**src/bus_pkg.sv**
```systemverilog
// Bus package with ICB widths, the peripheral address map and fabric region codes
package bus_pkg;

  localparam int addr_w = 32;
  localparam int data_w = 32;

  typedef logic [addr_w-1:0] addr_t;
  typedef logic [data_w-1:0] data_t;

  // Each target region spans 64 KB
  localparam int region_w = 16;

  typedef logic [region_w-1:0] offset_t;

  localparam addr_t clint_base = 32'h0200_0000;
  localparam addr_t plic_base  = 32'h0C00_0000;

  // Target chosen by the fabric address decode
  typedef enum logic [1:0] {
    region_none  = 2'd0,
    region_clint = 2'd1,
    region_plic  = 2'd2
  } region_t;

endpackage

```
**src/irq_pkg.sv**
```systemverilog
// Interrupt package with PLIC source sizing and CLINT and PLIC register offsets
package irq_pkg;

  // Source 0 is reserved and external inputs are sources 1 to 7
  localparam int num_src  = 8;
  localparam int src_id_w = 3;
  localparam int prio_w   = 3;

  typedef logic [src_id_w-1:0] src_id_t;
  typedef logic [prio_w-1:0]   prio_t;
  typedef logic [num_src-1:0]  src_vec_t;

  ////////////////////////////////////////////////////////////////////
  // CLINT register offsets
  localparam bus_pkg::offset_t msip_off        = 16'h0000;
  localparam bus_pkg::offset_t mtimecmp_lo_off = 16'h4000;
  localparam bus_pkg::offset_t mtimecmp_hi_off = 16'h4004;
  localparam bus_pkg::offset_t mtime_lo_off    = 16'hBFF8;
  localparam bus_pkg::offset_t mtime_hi_off    = 16'hBFFC;

  ////////////////////////////////////////////////////////////////////
  // PLIC register offsets
  // Priority word of source n sits at prio_off + 4*n
  localparam bus_pkg::offset_t prio_off      = 16'h0000;
  localparam bus_pkg::offset_t pending_off   = 16'h1000;
  localparam bus_pkg::offset_t enable_off    = 16'h2000;
  localparam bus_pkg::offset_t threshold_off = 16'h3000;
  localparam bus_pkg::offset_t claim_off     = 16'h3004;

endpackage

```
**src/clint_timer.sv**
```systemverilog
// CLINT holding the machine timer, timer compare and software interrupt registers
`timescale 1ns/1ns

module clint_timer (
  input  logic             clk,
  input  logic             rst_n,
  input  logic             sel,
  input  logic             reg_read,
  input  bus_pkg::offset_t reg_offset,
  input  bus_pkg::data_t   reg_wdata,
  output logic             rsp_valid,
  output logic             rsp_err,
  output bus_pkg::data_t   rsp_rdata,
  input  logic             rtc_toggle_a,
  output logic             tmr_irq,
  output logic             sft_irq
);

  import bus_pkg::*;
  import irq_pkg::*;

  logic [63:0] mtime;
  logic [63:0] mtimecmp;
  logic        msip;

  logic rtc_meta;
  logic rtc_sync;
  logic rtc_last;
  logic rtc_tick;

  logic  hit_msip;
  logic  hit_cmp_lo;
  logic  hit_cmp_hi;
  logic  hit_time_lo;
  logic  hit_time_hi;
  logic  hit_any;
  logic  wr_en;
  data_t rd_data;

  ////////////////////////////////////////////////////////////////////
  // RTC toggle synchronizer and rising edge detect
  always_ff @(posedge clk) begin
    if (!rst_n) begin
      rtc_meta <= 1'b0;
      rtc_sync <= 1'b0;
      rtc_last <= 1'b0;
    end else begin
      rtc_meta <= rtc_toggle_a;
      rtc_sync <= rtc_meta;
      rtc_last <= rtc_sync;
    end
  end

  assign rtc_tick = rtc_sync & ~rtc_last;

  ////////////////////////////////////////////////////////////////////
  // Register decode
  assign hit_msip    = (reg_offset == msip_off);
  assign hit_cmp_lo  = (reg_offset == mtimecmp_lo_off);
  assign hit_cmp_hi  = (reg_offset == mtimecmp_hi_off);
  assign hit_time_lo = (reg_offset == mtime_lo_off);
  assign hit_time_hi = (reg_offset == mtime_hi_off);
  assign hit_any     = hit_msip | hit_cmp_lo | hit_cmp_hi | hit_time_lo | hit_time_hi;
  assign wr_en       = sel & ~reg_read;

  // Bus write wins over a tick in the same cycle
  always_ff @(posedge clk) begin
    if (!rst_n) begin
      mtime <= '0;
    end else if (wr_en && hit_time_lo) begin
      mtime[31:0] <= reg_wdata;
    end else if (wr_en && hit_time_hi) begin
      mtime[63:32] <= reg_wdata;
    end else if (rtc_tick) begin
      mtime <= mtime + 64'd1;
    end
  end

  always_ff @(posedge clk) begin
    if (!rst_n) begin
      mtimecmp <= '1;
      msip     <= 1'b0;
    end else if (wr_en) begin
      if (hit_cmp_lo) begin
        mtimecmp[31:0] <= reg_wdata;
      end
      if (hit_cmp_hi) begin
        mtimecmp[63:32] <= reg_wdata;
      end
      if (hit_msip) begin
        msip <= reg_wdata[0];
      end
    end
  end

  always_comb begin
    case (reg_offset)
      msip_off:        rd_data = {{(data_w-1){1'b0}}, msip};
      mtimecmp_lo_off: rd_data = mtimecmp[31:0];
      mtimecmp_hi_off: rd_data = mtimecmp[63:32];
      mtime_lo_off:    rd_data = mtime[31:0];
      mtime_hi_off:    rd_data = mtime[63:32];
      default:         rd_data = '0;
    endcase
  end

  ////////////////////////////////////////////////////////////////////
  // One-cycle response pulse
  always_ff @(posedge clk) begin
    if (!rst_n) begin
      rsp_valid <= 1'b0;
      rsp_err   <= 1'b0;
    end else begin
      rsp_valid <= sel;
      rsp_err   <= sel & ~hit_any;
    end
  end

  always_ff @(posedge clk) begin
    if (sel) begin
      rsp_rdata <= reg_read ? rd_data : '0;
    end
  end

  assign tmr_irq = (mtime >= mtimecmp);
  assign sft_irq = msip;

endmodule

```
**src/plic_core.sv**
```systemverilog
// PLIC with source gateways, priority and enable registers, and claim and complete
`timescale 1ns/1ns

module plic_core (
  input  logic              clk,
  input  logic              rst_n,
  input  logic              sel,
  input  logic              reg_read,
  input  bus_pkg::offset_t  reg_offset,
  input  bus_pkg::data_t    reg_wdata,
  output logic              rsp_valid,
  output logic              rsp_err,
  output bus_pkg::data_t    rsp_rdata,
  input  irq_pkg::src_vec_t irq_src_a,
  output logic              ext_irq
);

  import bus_pkg::*;
  import irq_pkg::*;

  src_vec_t src_meta;
  src_vec_t src_sync;
  src_vec_t pending;
  src_vec_t in_service;
  src_vec_t enable;
  prio_t    prio [num_src];
  prio_t    threshold;

  src_id_t  claim_id;
  prio_t    claim_prio;

  offset_t  prio_rel;
  src_id_t  prio_idx;
  logic     hit_prio;
  logic     hit_pending;
  logic     hit_enable;
  logic     hit_threshold;
  logic     hit_claim;
  logic     hit_any;
  logic     wr_en;
  logic     claim_rd;
  logic     complete_wr;
  src_id_t  complete_id;
  data_t    rd_data;

  always_ff @(posedge clk) begin
    if (!rst_n) begin
      src_meta <= '0;
      src_sync <= '0;
    end else begin
      src_meta <= irq_src_a;
      src_sync <= src_meta;
    end
  end

  ////////////////////////////////////////////////////////////////////
  // One gateway per source and source 0 never pends
  always_ff @(posedge clk) begin
    if (!rst_n) begin
      pending    <= '0;
      in_service <= '0;
    end else begin
      for (int i = 1; i < num_src; i++) begin
        if (claim_rd && claim_id == src_id_t'(i)) begin
          pending[i]    <= 1'b0;
          in_service[i] <= 1'b1;
        end else begin
          if (src_sync[i] && !in_service[i]) begin
            pending[i] <= 1'b1;
          end
          if (complete_wr && complete_id == src_id_t'(i)) begin
            in_service[i] <= 1'b0;
          end
        end
      end
    end
  end

  // Highest priority above threshold with ties to the lowest id
  always_comb begin
    claim_id   = '0;
    claim_prio = threshold;
    for (int i = 1; i < num_src; i++) begin
      if (pending[i] && enable[i] && prio[i] > claim_prio) begin
        claim_id   = src_id_t'(i);
        claim_prio = prio[i];
      end
    end
  end

  assign ext_irq = (claim_id != '0);

  ////////////////////////////////////////////////////////////////////
  // Register decode
  assign prio_rel      = reg_offset - prio_off;
  assign prio_idx      = prio_rel[src_id_w+1:2];
  assign hit_prio      = (prio_rel < offset_t'(4 * num_src)) && (prio_rel[1:0] == 2'b00);
  assign hit_pending   = (reg_offset == pending_off);
  assign hit_enable    = (reg_offset == enable_off);
  assign hit_threshold = (reg_offset == threshold_off);
  assign hit_claim     = (reg_offset == claim_off);
  assign hit_any       = hit_prio | hit_pending | hit_enable | hit_threshold | hit_claim;

  assign wr_en       = sel & ~reg_read;
  assign claim_rd    = sel & reg_read & hit_claim;
  assign complete_wr = wr_en & hit_claim;
  assign complete_id = reg_wdata[src_id_w-1:0];

  always_ff @(posedge clk) begin
    if (!rst_n) begin
      enable    <= '0;
      threshold <= '0;
      for (int i = 0; i < num_src; i++) begin
        prio[i] <= '0;
      end
    end else if (wr_en) begin
      if (hit_prio) begin
        prio[prio_idx] <= reg_wdata[prio_w-1:0];
      end
      if (hit_enable) begin
        enable <= {reg_wdata[num_src-1:1], 1'b0};
      end
      if (hit_threshold) begin
        threshold <= reg_wdata[prio_w-1:0];
      end
    end
  end

  always_comb begin
    rd_data = '0;
    if (hit_prio) begin
      rd_data[prio_w-1:0] = prio[prio_idx];
    end else if (hit_pending) begin
      rd_data[num_src-1:0] = pending;
    end else if (hit_enable) begin
      rd_data[num_src-1:0] = enable;
    end else if (hit_threshold) begin
      rd_data[prio_w-1:0] = threshold;
    end else if (hit_claim) begin
      rd_data[src_id_w-1:0] = claim_id;
    end
  end

  // Pending is read only
  always_ff @(posedge clk) begin
    if (!rst_n) begin
      rsp_valid <= 1'b0;
      rsp_err   <= 1'b0;
    end else begin
      rsp_valid <= sel;
      rsp_err   <= sel & (~hit_any | (hit_pending & ~reg_read));
    end
  end

  always_ff @(posedge clk) begin
    if (sel) begin
      rsp_rdata <= reg_read ? rd_data : '0;
    end
  end

endmodule

```
**src/periph_icb_fabric.sv**
```systemverilog
// ICB fabric routing one outstanding command to the CLINT or PLIC and returning its response
`timescale 1ns/1ns

module periph_icb_fabric (
  input  logic             clk,
  input  logic             rst_n,
  input  logic             icb_cmd_valid,
  output logic             icb_cmd_ready,
  input  bus_pkg::addr_t   icb_cmd_addr,
  input  logic             icb_cmd_read,
  input  bus_pkg::data_t   icb_cmd_wdata,
  output logic             icb_rsp_valid,
  input  logic             icb_rsp_ready,
  output logic             icb_rsp_err,
  output bus_pkg::data_t   icb_rsp_rdata,
  output logic             clint_sel,
  output logic             plic_sel,
  output logic             reg_read,
  output bus_pkg::offset_t reg_offset,
  output bus_pkg::data_t   reg_wdata,
  input  logic             clint_rsp_valid,
  input  logic             clint_rsp_err,
  input  bus_pkg::data_t   clint_rsp_rdata,
  input  logic             plic_rsp_valid,
  input  logic             plic_rsp_err,
  input  bus_pkg::data_t   plic_rsp_rdata
);

  import bus_pkg::*;

  region_t cmd_region;
  logic    cmd_accept;
  logic    unmapped;
  logic    rsp_done;
  logic    busy;
  logic    tgt_valid;
  logic    tgt_err;
  data_t   tgt_rdata;
  logic    hold_valid;
  logic    hold_err;
  data_t   hold_rdata;

  ////////////////////////////////////////////////////////////////////
  // Command side
  always_comb begin
    if (icb_cmd_addr[addr_w-1:region_w] == clint_base[addr_w-1:region_w]) begin
      cmd_region = region_clint;
    end else if (icb_cmd_addr[addr_w-1:region_w] == plic_base[addr_w-1:region_w]) begin
      cmd_region = region_plic;
    end else begin
      cmd_region = region_none;
    end
  end

  assign icb_cmd_ready = ~busy;
  assign cmd_accept    = icb_cmd_valid & icb_cmd_ready;
  assign unmapped      = cmd_accept & (cmd_region == region_none);
  assign clint_sel     = cmd_accept & (cmd_region == region_clint);
  assign plic_sel      = cmd_accept & (cmd_region == region_plic);

  assign reg_read   = icb_cmd_read;
  assign reg_offset = icb_cmd_addr[region_w-1:0];
  assign reg_wdata  = icb_cmd_wdata;

  ////////////////////////////////////////////////////////////////////
  // Response side
  // Only one target can answer with one command in flight
  assign tgt_valid = clint_rsp_valid | plic_rsp_valid;
  assign tgt_err   = clint_rsp_valid ? clint_rsp_err : plic_rsp_err;
  assign tgt_rdata = clint_rsp_valid ? clint_rsp_rdata : plic_rsp_rdata;

  assign icb_rsp_valid = hold_valid | tgt_valid;
  assign icb_rsp_err   = hold_valid ? hold_err : tgt_err;
  assign icb_rsp_rdata = hold_valid ? hold_rdata : tgt_rdata;
  assign rsp_done      = icb_rsp_valid & icb_rsp_ready;

  always_ff @(posedge clk) begin
    if (!rst_n) begin
      busy <= 1'b0;
    end else if (cmd_accept) begin
      busy <= 1'b1;
    end else if (rsp_done) begin
      busy <= 1'b0;
    end
  end

  // Holds an error reply or a target reply stalled by the master
  always_ff @(posedge clk) begin
    if (!rst_n) begin
      hold_valid <= 1'b0;
    end else if (unmapped || (tgt_valid && !icb_rsp_ready)) begin
      hold_valid <= 1'b1;
    end else if (rsp_done) begin
      hold_valid <= 1'b0;
    end
  end

  always_ff @(posedge clk) begin
    if (unmapped) begin
      hold_err   <= 1'b1;
      hold_rdata <= '0;
    end else if (tgt_valid) begin
      hold_err   <= tgt_err;
      hold_rdata <= tgt_rdata;
    end
  end

endmodule

```
**src/periph_subsys.sv**
```systemverilog
// Peripheral interrupt subsystem top with the ICB fabric and its CLINT and PLIC targets
`timescale 1ns/1ns

module periph_subsys (
  input  logic              clk,
  input  logic              rst_n,
  input  logic              icb_cmd_valid,
  output logic              icb_cmd_ready,
  input  bus_pkg::addr_t    icb_cmd_addr,
  input  logic              icb_cmd_read,
  input  bus_pkg::data_t    icb_cmd_wdata,
  output logic              icb_rsp_valid,
  input  logic              icb_rsp_ready,
  output logic              icb_rsp_err,
  output bus_pkg::data_t    icb_rsp_rdata,
  input  irq_pkg::src_vec_t irq_src_a,
  input  logic              rtc_toggle_a,
  output logic              tmr_irq,
  output logic              sft_irq,
  output logic              ext_irq
);

  import bus_pkg::*;

  logic    clint_sel;
  logic    plic_sel;
  logic    reg_read;
  offset_t reg_offset;
  data_t   reg_wdata;

  logic    clint_rsp_valid;
  logic    clint_rsp_err;
  data_t   clint_rsp_rdata;
  logic    plic_rsp_valid;
  logic    plic_rsp_err;
  data_t   plic_rsp_rdata;

  periph_icb_fabric u_fabric (
    .clk             (clk),
    .rst_n           (rst_n),
    .icb_cmd_valid   (icb_cmd_valid),
    .icb_cmd_ready   (icb_cmd_ready),
    .icb_cmd_addr    (icb_cmd_addr),
    .icb_cmd_read    (icb_cmd_read),
    .icb_cmd_wdata   (icb_cmd_wdata),
    .icb_rsp_valid   (icb_rsp_valid),
    .icb_rsp_ready   (icb_rsp_ready),
    .icb_rsp_err     (icb_rsp_err),
    .icb_rsp_rdata   (icb_rsp_rdata),
    .clint_sel       (clint_sel),
    .plic_sel        (plic_sel),
    .reg_read        (reg_read),
    .reg_offset      (reg_offset),
    .reg_wdata       (reg_wdata),
    .clint_rsp_valid (clint_rsp_valid),
    .clint_rsp_err   (clint_rsp_err),
    .clint_rsp_rdata (clint_rsp_rdata),
    .plic_rsp_valid  (plic_rsp_valid),
    .plic_rsp_err    (plic_rsp_err),
    .plic_rsp_rdata  (plic_rsp_rdata)
  );

  clint_timer u_clint (
    .clk          (clk),
    .rst_n        (rst_n),
    .sel          (clint_sel),
    .reg_read     (reg_read),
    .reg_offset   (reg_offset),
    .reg_wdata    (reg_wdata),
    .rsp_valid    (clint_rsp_valid),
    .rsp_err      (clint_rsp_err),
    .rsp_rdata    (clint_rsp_rdata),
    .rtc_toggle_a (rtc_toggle_a),
    .tmr_irq      (tmr_irq),
    .sft_irq      (sft_irq)
  );

  plic_core u_plic (
    .clk        (clk),
    .rst_n      (rst_n),
    .sel        (plic_sel),
    .reg_read   (reg_read),
    .reg_offset (reg_offset),
    .reg_wdata  (reg_wdata),
    .rsp_valid  (plic_rsp_valid),
    .rsp_err    (plic_rsp_err),
    .rsp_rdata  (plic_rsp_rdata),
    .irq_src_a  (irq_src_a),
    .ext_irq    (ext_irq)
  );

endmodule

```
**config.mk**
```make
export PLATFORM = sky130hd
export DESIGN_NAME = periph_subsys
export DESIGN_NICKNAME = d
export VERILOG_FILES = /design/src/bus_pkg.sv /design/src/irq_pkg.sv /design/src/clint_timer.sv /design/src/plic_core.sv /design/src/periph_icb_fabric.sv /design/src/periph_subsys.sv
export SDC_FILE = /design/constraint.sdc
export NUM_CORES = 1
export LEC_CHECK = 0
export BUFFER_PORTS_ARGS = -buffer_cell sky130_fd_sc_hd__buf_2
export CAP_MARGIN = 10
export CORE_MARGIN = 4
export CORE_UTILIZATION = 45
export CTS_CLUSTER_DIAMETER = 120
export DETAILED_ROUTE_END_ITERATION = 8
export HOLD_SLACK_MARGIN = 0.1
export PLACE_DENSITY = 0.74
export REMOVE_ABC_BUFFERS = 1
export SLEW_MARGIN = 25
export SYNTH_ARGS = -nofsm -noshare
export SYNTH_HDL_FRONTEND = slang
export SYNTH_SLANG_ARGS = --single-unit
```
**constraint.sdc**
```tcl
create_clock -name clk -period 15.1 [get_ports clk]
set_input_delay 3.02 -clock clk [delete_from_list [all_inputs] [get_ports clk]]
set_output_delay 3.02 -clock clk [all_outputs]
set_load 0.01 [all_outputs]
```
# [Yosys cells after proc, flatten, opt, wreduce, memory -nomap -nowiden]
# Memory sizes are Yosys's and may differ from the RTL's.
# Cells that the tools add are included.
[totals] ff_bits=275 ram_bits=24 output_inout_bits=38 wordCells=242 mem_count=1
[classes] addsub=1 magnitude_cmp=9 eq_ne=27 mux=55 n_bitwise=32 n_reduce_logical=79
[memory_table] name="u_plic.prio" words=8 word_bits=3 rd=8 rd_clocked_by_memory_dff=0 write_ports=8 line_no="plic_core.sv:26" source="prio_t prio [num_src];"
[op_table] cell="two-way mux 32 bit" n=5
[op_table] cell="one-hot mux 32 bit (5 select lines)" n=1
[op_table] cell="adder 64 x 1 -> 64 bit (second input constant)" n=1
[op_table] cell=">= comparator 64 bit" n=1
[op_table] cell="two-way mux 64 bit" n=1
[op_table] cell="equality test 16 x 14 -> 1 bit (second input constant)" n=3
[op_table] cell="two-way mux 3 bit" n=16
[op_table] cell="logical AND 1 bit" n=39
[op_table] cell="equality test 16 x 15 -> 1 bit (second input constant)" n=2
[op_table] cell="equality test 16 bit (second input constant)" n=2
[op_table] cell="two-way mux 1 bit" n=26
[op_table] cell="equality test 3 bit (second input constant)" n=8
[op_table] cell="nonzero test 2 bit" n=11
[op_table] cell="greater-than comparator 3 bit" n=7
[op_table] cell="equality test 16 x 10 -> 1 bit (second input constant)" n=1
[op_table] cell="equality test 16 x 12 -> 1 bit (second input constant)" n=1
[op_table] cell="equality test 16 x 13 -> 1 bit (second input constant)" n=1
[op_table] cell="zero test 16 bit" n=1
[op_table] cell="less-than comparator 16 x 6 -> 1 bit (second input constant)" n=1
[op_table] cell="OR reduction 2 bit" n=8
[op_table] cell="AND 1 bit" n=14
[op_table] cell="AND reduction 2 bit" n=7
[op_table] cell="equality test 3 x 2 -> 1 bit (second input constant)" n=4
[op_table] cell="OR 1 bit" n=11
[op_table] cell="other kinds (13)" n=31

# [Longest topological paths before layout]
# An unclocked memory read counts as a cell.
[depth] depth_word=27 depth_mapped=50

# [By module]
# From an unflattened synthesis, not the netlist that was laid out.
[unflattened] cells_unflattened=1868 hier_area_um2=17201.5
[modules_own_cells] mod="clint_timer" n_inst=1 cells_each=1180 area_each_um2=10133.5
[modules_own_cells] mod="plic_core" n_inst=1 cells_each=429 area_each_um2=4199.0
[modules_own_cells] mod="periph_icb_fabric" n_inst=1 cells_each=259 area_each_um2=2869.0

# [Worst setup path before layout]
# OpenSTA, ideal clock, no wires.
[synth_timing] kind="reg2out" start="memory u_plic.prio[1][2] (netlist name)" end="output ext_irq" arrival_ns=8.973 setup_slack_ns=3.107 path_stages_with_launch=44 path_buffers=0 path_cell_list="edfxtp_1 -> ha_1 -> nor2_1 -> a31o_2 -> nor2_1 -> mux2_2 -> ha_1 -> nor2_1 -> and2_1 -> or3_1 -> a32oi_1 -> and2_1 -> mux2_2 -> ha_1 -> nor2_1 -> maj3_1 -> o211a_1 -> a21oi_1 -> [... 8 more ...] -> ha_1 -> nor3_1 -> o221ai_1 -> o311ai_1 -> mux2i_1 -> ha_1 -> nor2b_1 -> o21a_1 -> o2111ai_1 -> nor2_1 -> a21o_1 -> ha_1 -> nor2b_1 -> o21a_1 -> o2111ai_1 -> nand2_1 -> nor3b_1 -> nand2_1"
[synth_rtl] element="start, declared" line_no="plic_core.sv:26"
[synth_rtl] element="end, declared" line_no="periph_subsys.sv:20" source="output logic ext_irq"

# [Final worst setup path]
[layout_timing] start="register u_plic.threshold[2]" end="output ext_irq"
[layout_via] elab_chain_cells=22 word_cells_on_any_way=28
[layout_rtl] element="start, declared" line_no="plic_core.sv:27" source="prio_t threshold;"
[layout_rtl] element="start signal, assigned" line_no="plic_core.sv:124" source="threshold <= reg_wdata[prio_w-1:0];"
[layout_rtl] element="greater-than comparator 3 bit" line_no="plic_core.sv:84" source="if (pending[i] && enable[i] && prio[i] > claim_prio) begin"
[layout_rtl] element="logical AND 1 bit" line_no="plic_core.sv:84"
[layout_rtl] element="two-way mux 3 bit" line_no="plic_core.sv:84"
[layout_rtl] element="greater-than comparator 3 bit" line_no="plic_core.sv:84"
[layout_rtl] element="logical AND 1 bit" line_no="plic_core.sv:84"
[layout_rtl] element="two-way mux 3 bit" line_no="plic_core.sv:84"
[layout_rtl] element="greater-than comparator 3 bit" line_no="plic_core.sv:84"
[layout_rtl] element="logical AND 1 bit" line_no="plic_core.sv:84"
[layout_rtl] element="[... 6 more ...]"
[layout_rtl] element="two-way mux 3 bit" line_no="plic_core.sv:84"
[layout_rtl] element="greater-than comparator 3 bit" line_no="plic_core.sv:84"
[layout_rtl] element="logical AND 1 bit" line_no="plic_core.sv:84"
[layout_rtl] element="two-way mux 3 bit" line_no="plic_core.sv:84"
[layout_rtl] element="greater-than comparator 3 bit" line_no="plic_core.sv:84"
[layout_rtl] element="logical AND 1 bit" line_no="plic_core.sv:84"
[layout_rtl] element="two-way mux 3 bit (*)" line_no="plic_core.sv:84"
[layout_rtl] element="nonzero test 3 bit (*)" line_no="plic_core.sv:91" source="assign ext_irq = (claim_id != '0);"
# Every way passes the cells marked *; elsewhere a longest branch is shown, timed or not.

==> impl_results.md <==
* Crit path arrival time at 10970 ps
* Number of diodes added for antenna fixing at 0
* Number of setup buffers added after CTS at 0
* Number of port buffers at 114
* Highest achievable clock rate at 0.0715 GHz
* # setup viols final at 0
* Deepest level of the CTS H-tree at 1
* Setup slack after layout at 1110 ps
* Largest fanout on the critical path at 10
* Clock Pin Slew Worst Setup and Hold Paths at 60 ps
* Root Buffer: sky130_fd_sc_hd__clkbuf_16
* Maximum number of pins on one net before global-route repair at 69
* Transition time of the tightest slew-check pin at 888 ps
* Total wire length after detailed routing at 44700 µm
* Sum of negative setup slack at 0 ps
* FF+latch count, synth at 273
* Per-instance average area after synthesis at 8.33 µm²
* Final period demand of the worst path at 13990 ps
* Clock insertion delay at the later pin of the skew report at 560 ps
* Critical path class: flip-flop to output port
* Vias in the first global route at 13000
* Synth warn at 0
* Clock tree from TritonCTS: done
* Cell Pwr Density at 91.9 nW/µm²
* Critical path capture point type: output port
* Post-synth top cells: 253 x sky130_fd_sc_hd__nand2_1, 211 x sky130_fd_sc_hd__nor2_1, 209 x sky130_fd_sc_hd__dfxtp_1
* GRT Overall Usage at 0.236
* Rel. slew slack at 0.408
* Core region area at 32800 µm²
* Via/cell ratio at 6.03
* Initial antenna violation count at 1
* Gate count after technology mapping at 1805
* Drc violations at 1
* Post-synthesis async set-or-reset flop share at 0
* Post-route ant nets at 0
* Slowest cell delay on critical path at 550 ps
* Initial standard-cell utilization of the core at 0.459
* Part of the cycle the worst path needs at 0.927
* Main area contributors after synthesis: sky130_fd_sc_hd__dfxtp_1 28%, sky130_fd_sc_hd__edfxtp_1 13%, sky130_fd_sc_hd__ha_1 6.5%
* Unrepaired setup endpoints after global routing: false
* Pre-CTS setup slack at 1800 ps
* Cell type contributing the most total cell area after synthesis: sky130_fd_sc_hd__dfxtp_1
* Cell with the most instances after synthesis: sky130_fd_sc_hd__nand2_1
* Width of the chip at 191 µm
* Outcome: finished with violations
* Ratio of cells with drive above 1 in the final layout at 0.124
* Detailed-routing iteration count for the pre-antenna-repair pass at 9
* Data required time of the worst path at 12080 ps
* I/O pin total at 116
* Power, Total at 0.00156 W
* Post-Route Hold Slack at 423 ps
* Worst vdd ir at 0.0000819 V
* Max-slew violation total from the final report at 0
* Number of DRC violations after detailed-routing iteration 0 at 1738
* Number of hold violations in the final report at 0
* LEAKAGE at 7.06 nW
* Post-DP HPWL at 30500 µm
* Number of distinct standard cells referenced by the synthesized netlist at 68
* Placed Cells at 2277
* Post-synth top area share at 0.278
* FILL cells at 3039
* Sequential fraction of the synthesis area at 0.406
* Cell Count, Final, Fillers Out at 2333
* Max Cap Violations at 0
* Path category of the worst min-delay check: flip-flop to flip-flop
* Count of flip-flops with a built-in enable after synthesis at 64
* Hold-fix buffer count after cts at 0
* Clock tree buffer depth at 3
* Overall via count from detail_route at 14100
* Height of the die at 191 µm
* CP startpoint kind: flip-flop
* Post-layout net count at 2023
* Synthesis-to-layout area growth at 13.0%
* Syn Std Cell Area at 15000 µm²
* Wire per inst at 19.2 µm
* Most used flip-flop cell after synthesis: sky130_fd_sc_hd__dfxtp_1
* Clock net sink count at 273
* TritonCTS Buffers at 30
* Cell row count at 66
* Area of the die at 36400 µm²
* Wire length of the first global-routing pass at 70200 µm
* GRT Residual Overflow at 0
* Violations in the final reports: design-rule violations
* Post-cts sizing count at 0
* Worst clock skew at 13.2 ps
* Highest-delay cell along the critical path: sky130_fd_sc_hd__nor2_1
* Global placement routability congestion at 0.927
## layout make-up
type,count,area [µm²],share of cell area
Inverter,101,379,0.0223
Clock inverter,7,75.1,0.00442
Sequential cell,273,6110,0.359
Clock buffer,49,923,0.0544
Multi-Input combinational cell,1324,8200,0.483
Timing Repair Buffer,137,749,0.0441
Tap cell,442,553,0.0326
## cells by family after synthesis
group                    share of synthesized area
XOR/XNOR                                    0.0181
buffers and inverters                       0.0522
AO/OA/AOI/OAI                                0.209
flip-flops                                   0.406
multiplexers                                0.0321
adder cells (fa/ha/maj)                     0.0656
AND/OR/NAND/NOR                              0.217
## worst paths after layout
path,startpoint,to,slack [ps],cells past startpoint
setup / recovery,u_plic.threshold[2],ext_irq,1110,45
hold / removal,u_plic.src_meta[6],u_plic.src_sync[6],420,1
setup reg to reg,u_plic.threshold[2],u_plic.rsp_rdata[0],4330,47
hold reg to reg,u_plic.src_meta[6],u_plic.src_sync[6],420,1
## critical path, delay by kind of cell (launching register included)
kind                     cells  cell delay (ps)
multiplexers                 3             1110
flip-flops                   1              420
AO/OA/AOI/OAI               14             3300
AND/OR/NAND/NOR             16             2840
adder cells (fa/ha/maj)      8             2310
buffers and inverters        4              400
## power by group
group / total, W / internal, W / switching, W
Sequential: 0.000757 / 0.000751 / 0.00000615
Combinational: 0.0000679 / 0.0000215 / 0.0000464
Clock: 0.000735 / 0.000433 / 0.000302
Total: 0.00156 / 0.00121 / 0.000354
## sequential cells by signal (all words and copies together) (netlist names), 8 cells and up
register and count:
u_clint.mtimecmp 64, u_clint.mtime 64, u_clint.rsp_rdata 32, u_fabric.hold_rdata 32
u_plic.rsp_rdata 8, u_plic.prio 24
## per-layer routing
layer  part of all wire  up-vias  global-route usage
met1               0.44     6599               0.338
li1                   -     6664                   -
met3               0.11       92              0.0469
met5            0.00025        -                   0
met4              0.028        2              0.0707
met2               0.43      704               0.363
## through the flow
stage	cell area (µm²)	utilization
after floorplan	14600	-
after global placement	16000	0.487
after detailed placement	16000	0.488
after CTS	17000	0.518
after global routing	17000	0.518
final	17000	0.518
## cells in the final DEF (no fill, tap or decap), drive strengths merged, types with 9 or more instances in the layout
| cell type | instances |
|---|---|
| and2 | 32 |
| or4 | 9 |
| a22oi | 11 |
| xnor2 | 23 |
| a22o | 32 |
| nand3 | 48 |
| and4 | 9 |
| edfxtp | 64 |
| nand2 | 253 |
| nor3 | 44 |
| o211ai | 65 |
| a21o | 25 |
| mux2 | 22 |
| nor4 | 14 |
| o21ai | 79 |
| a211oi | 35 |
| nand2b | 12 |
| and3 | 16 |
| a31oi | 15 |
| ha | 78 |
| a222oi | 32 |
| dfxtp | 209 |
| a21oi | 113 |
| nand4 | 27 |
| mux2i | 10 |
| buf | 137 |
| inv | 100 |
| nor2b | 14 |
| clkbuf | 49 |
| nor2 | 211 |
| o31ai | 12 |
Power figures use the tool's default switching activity.
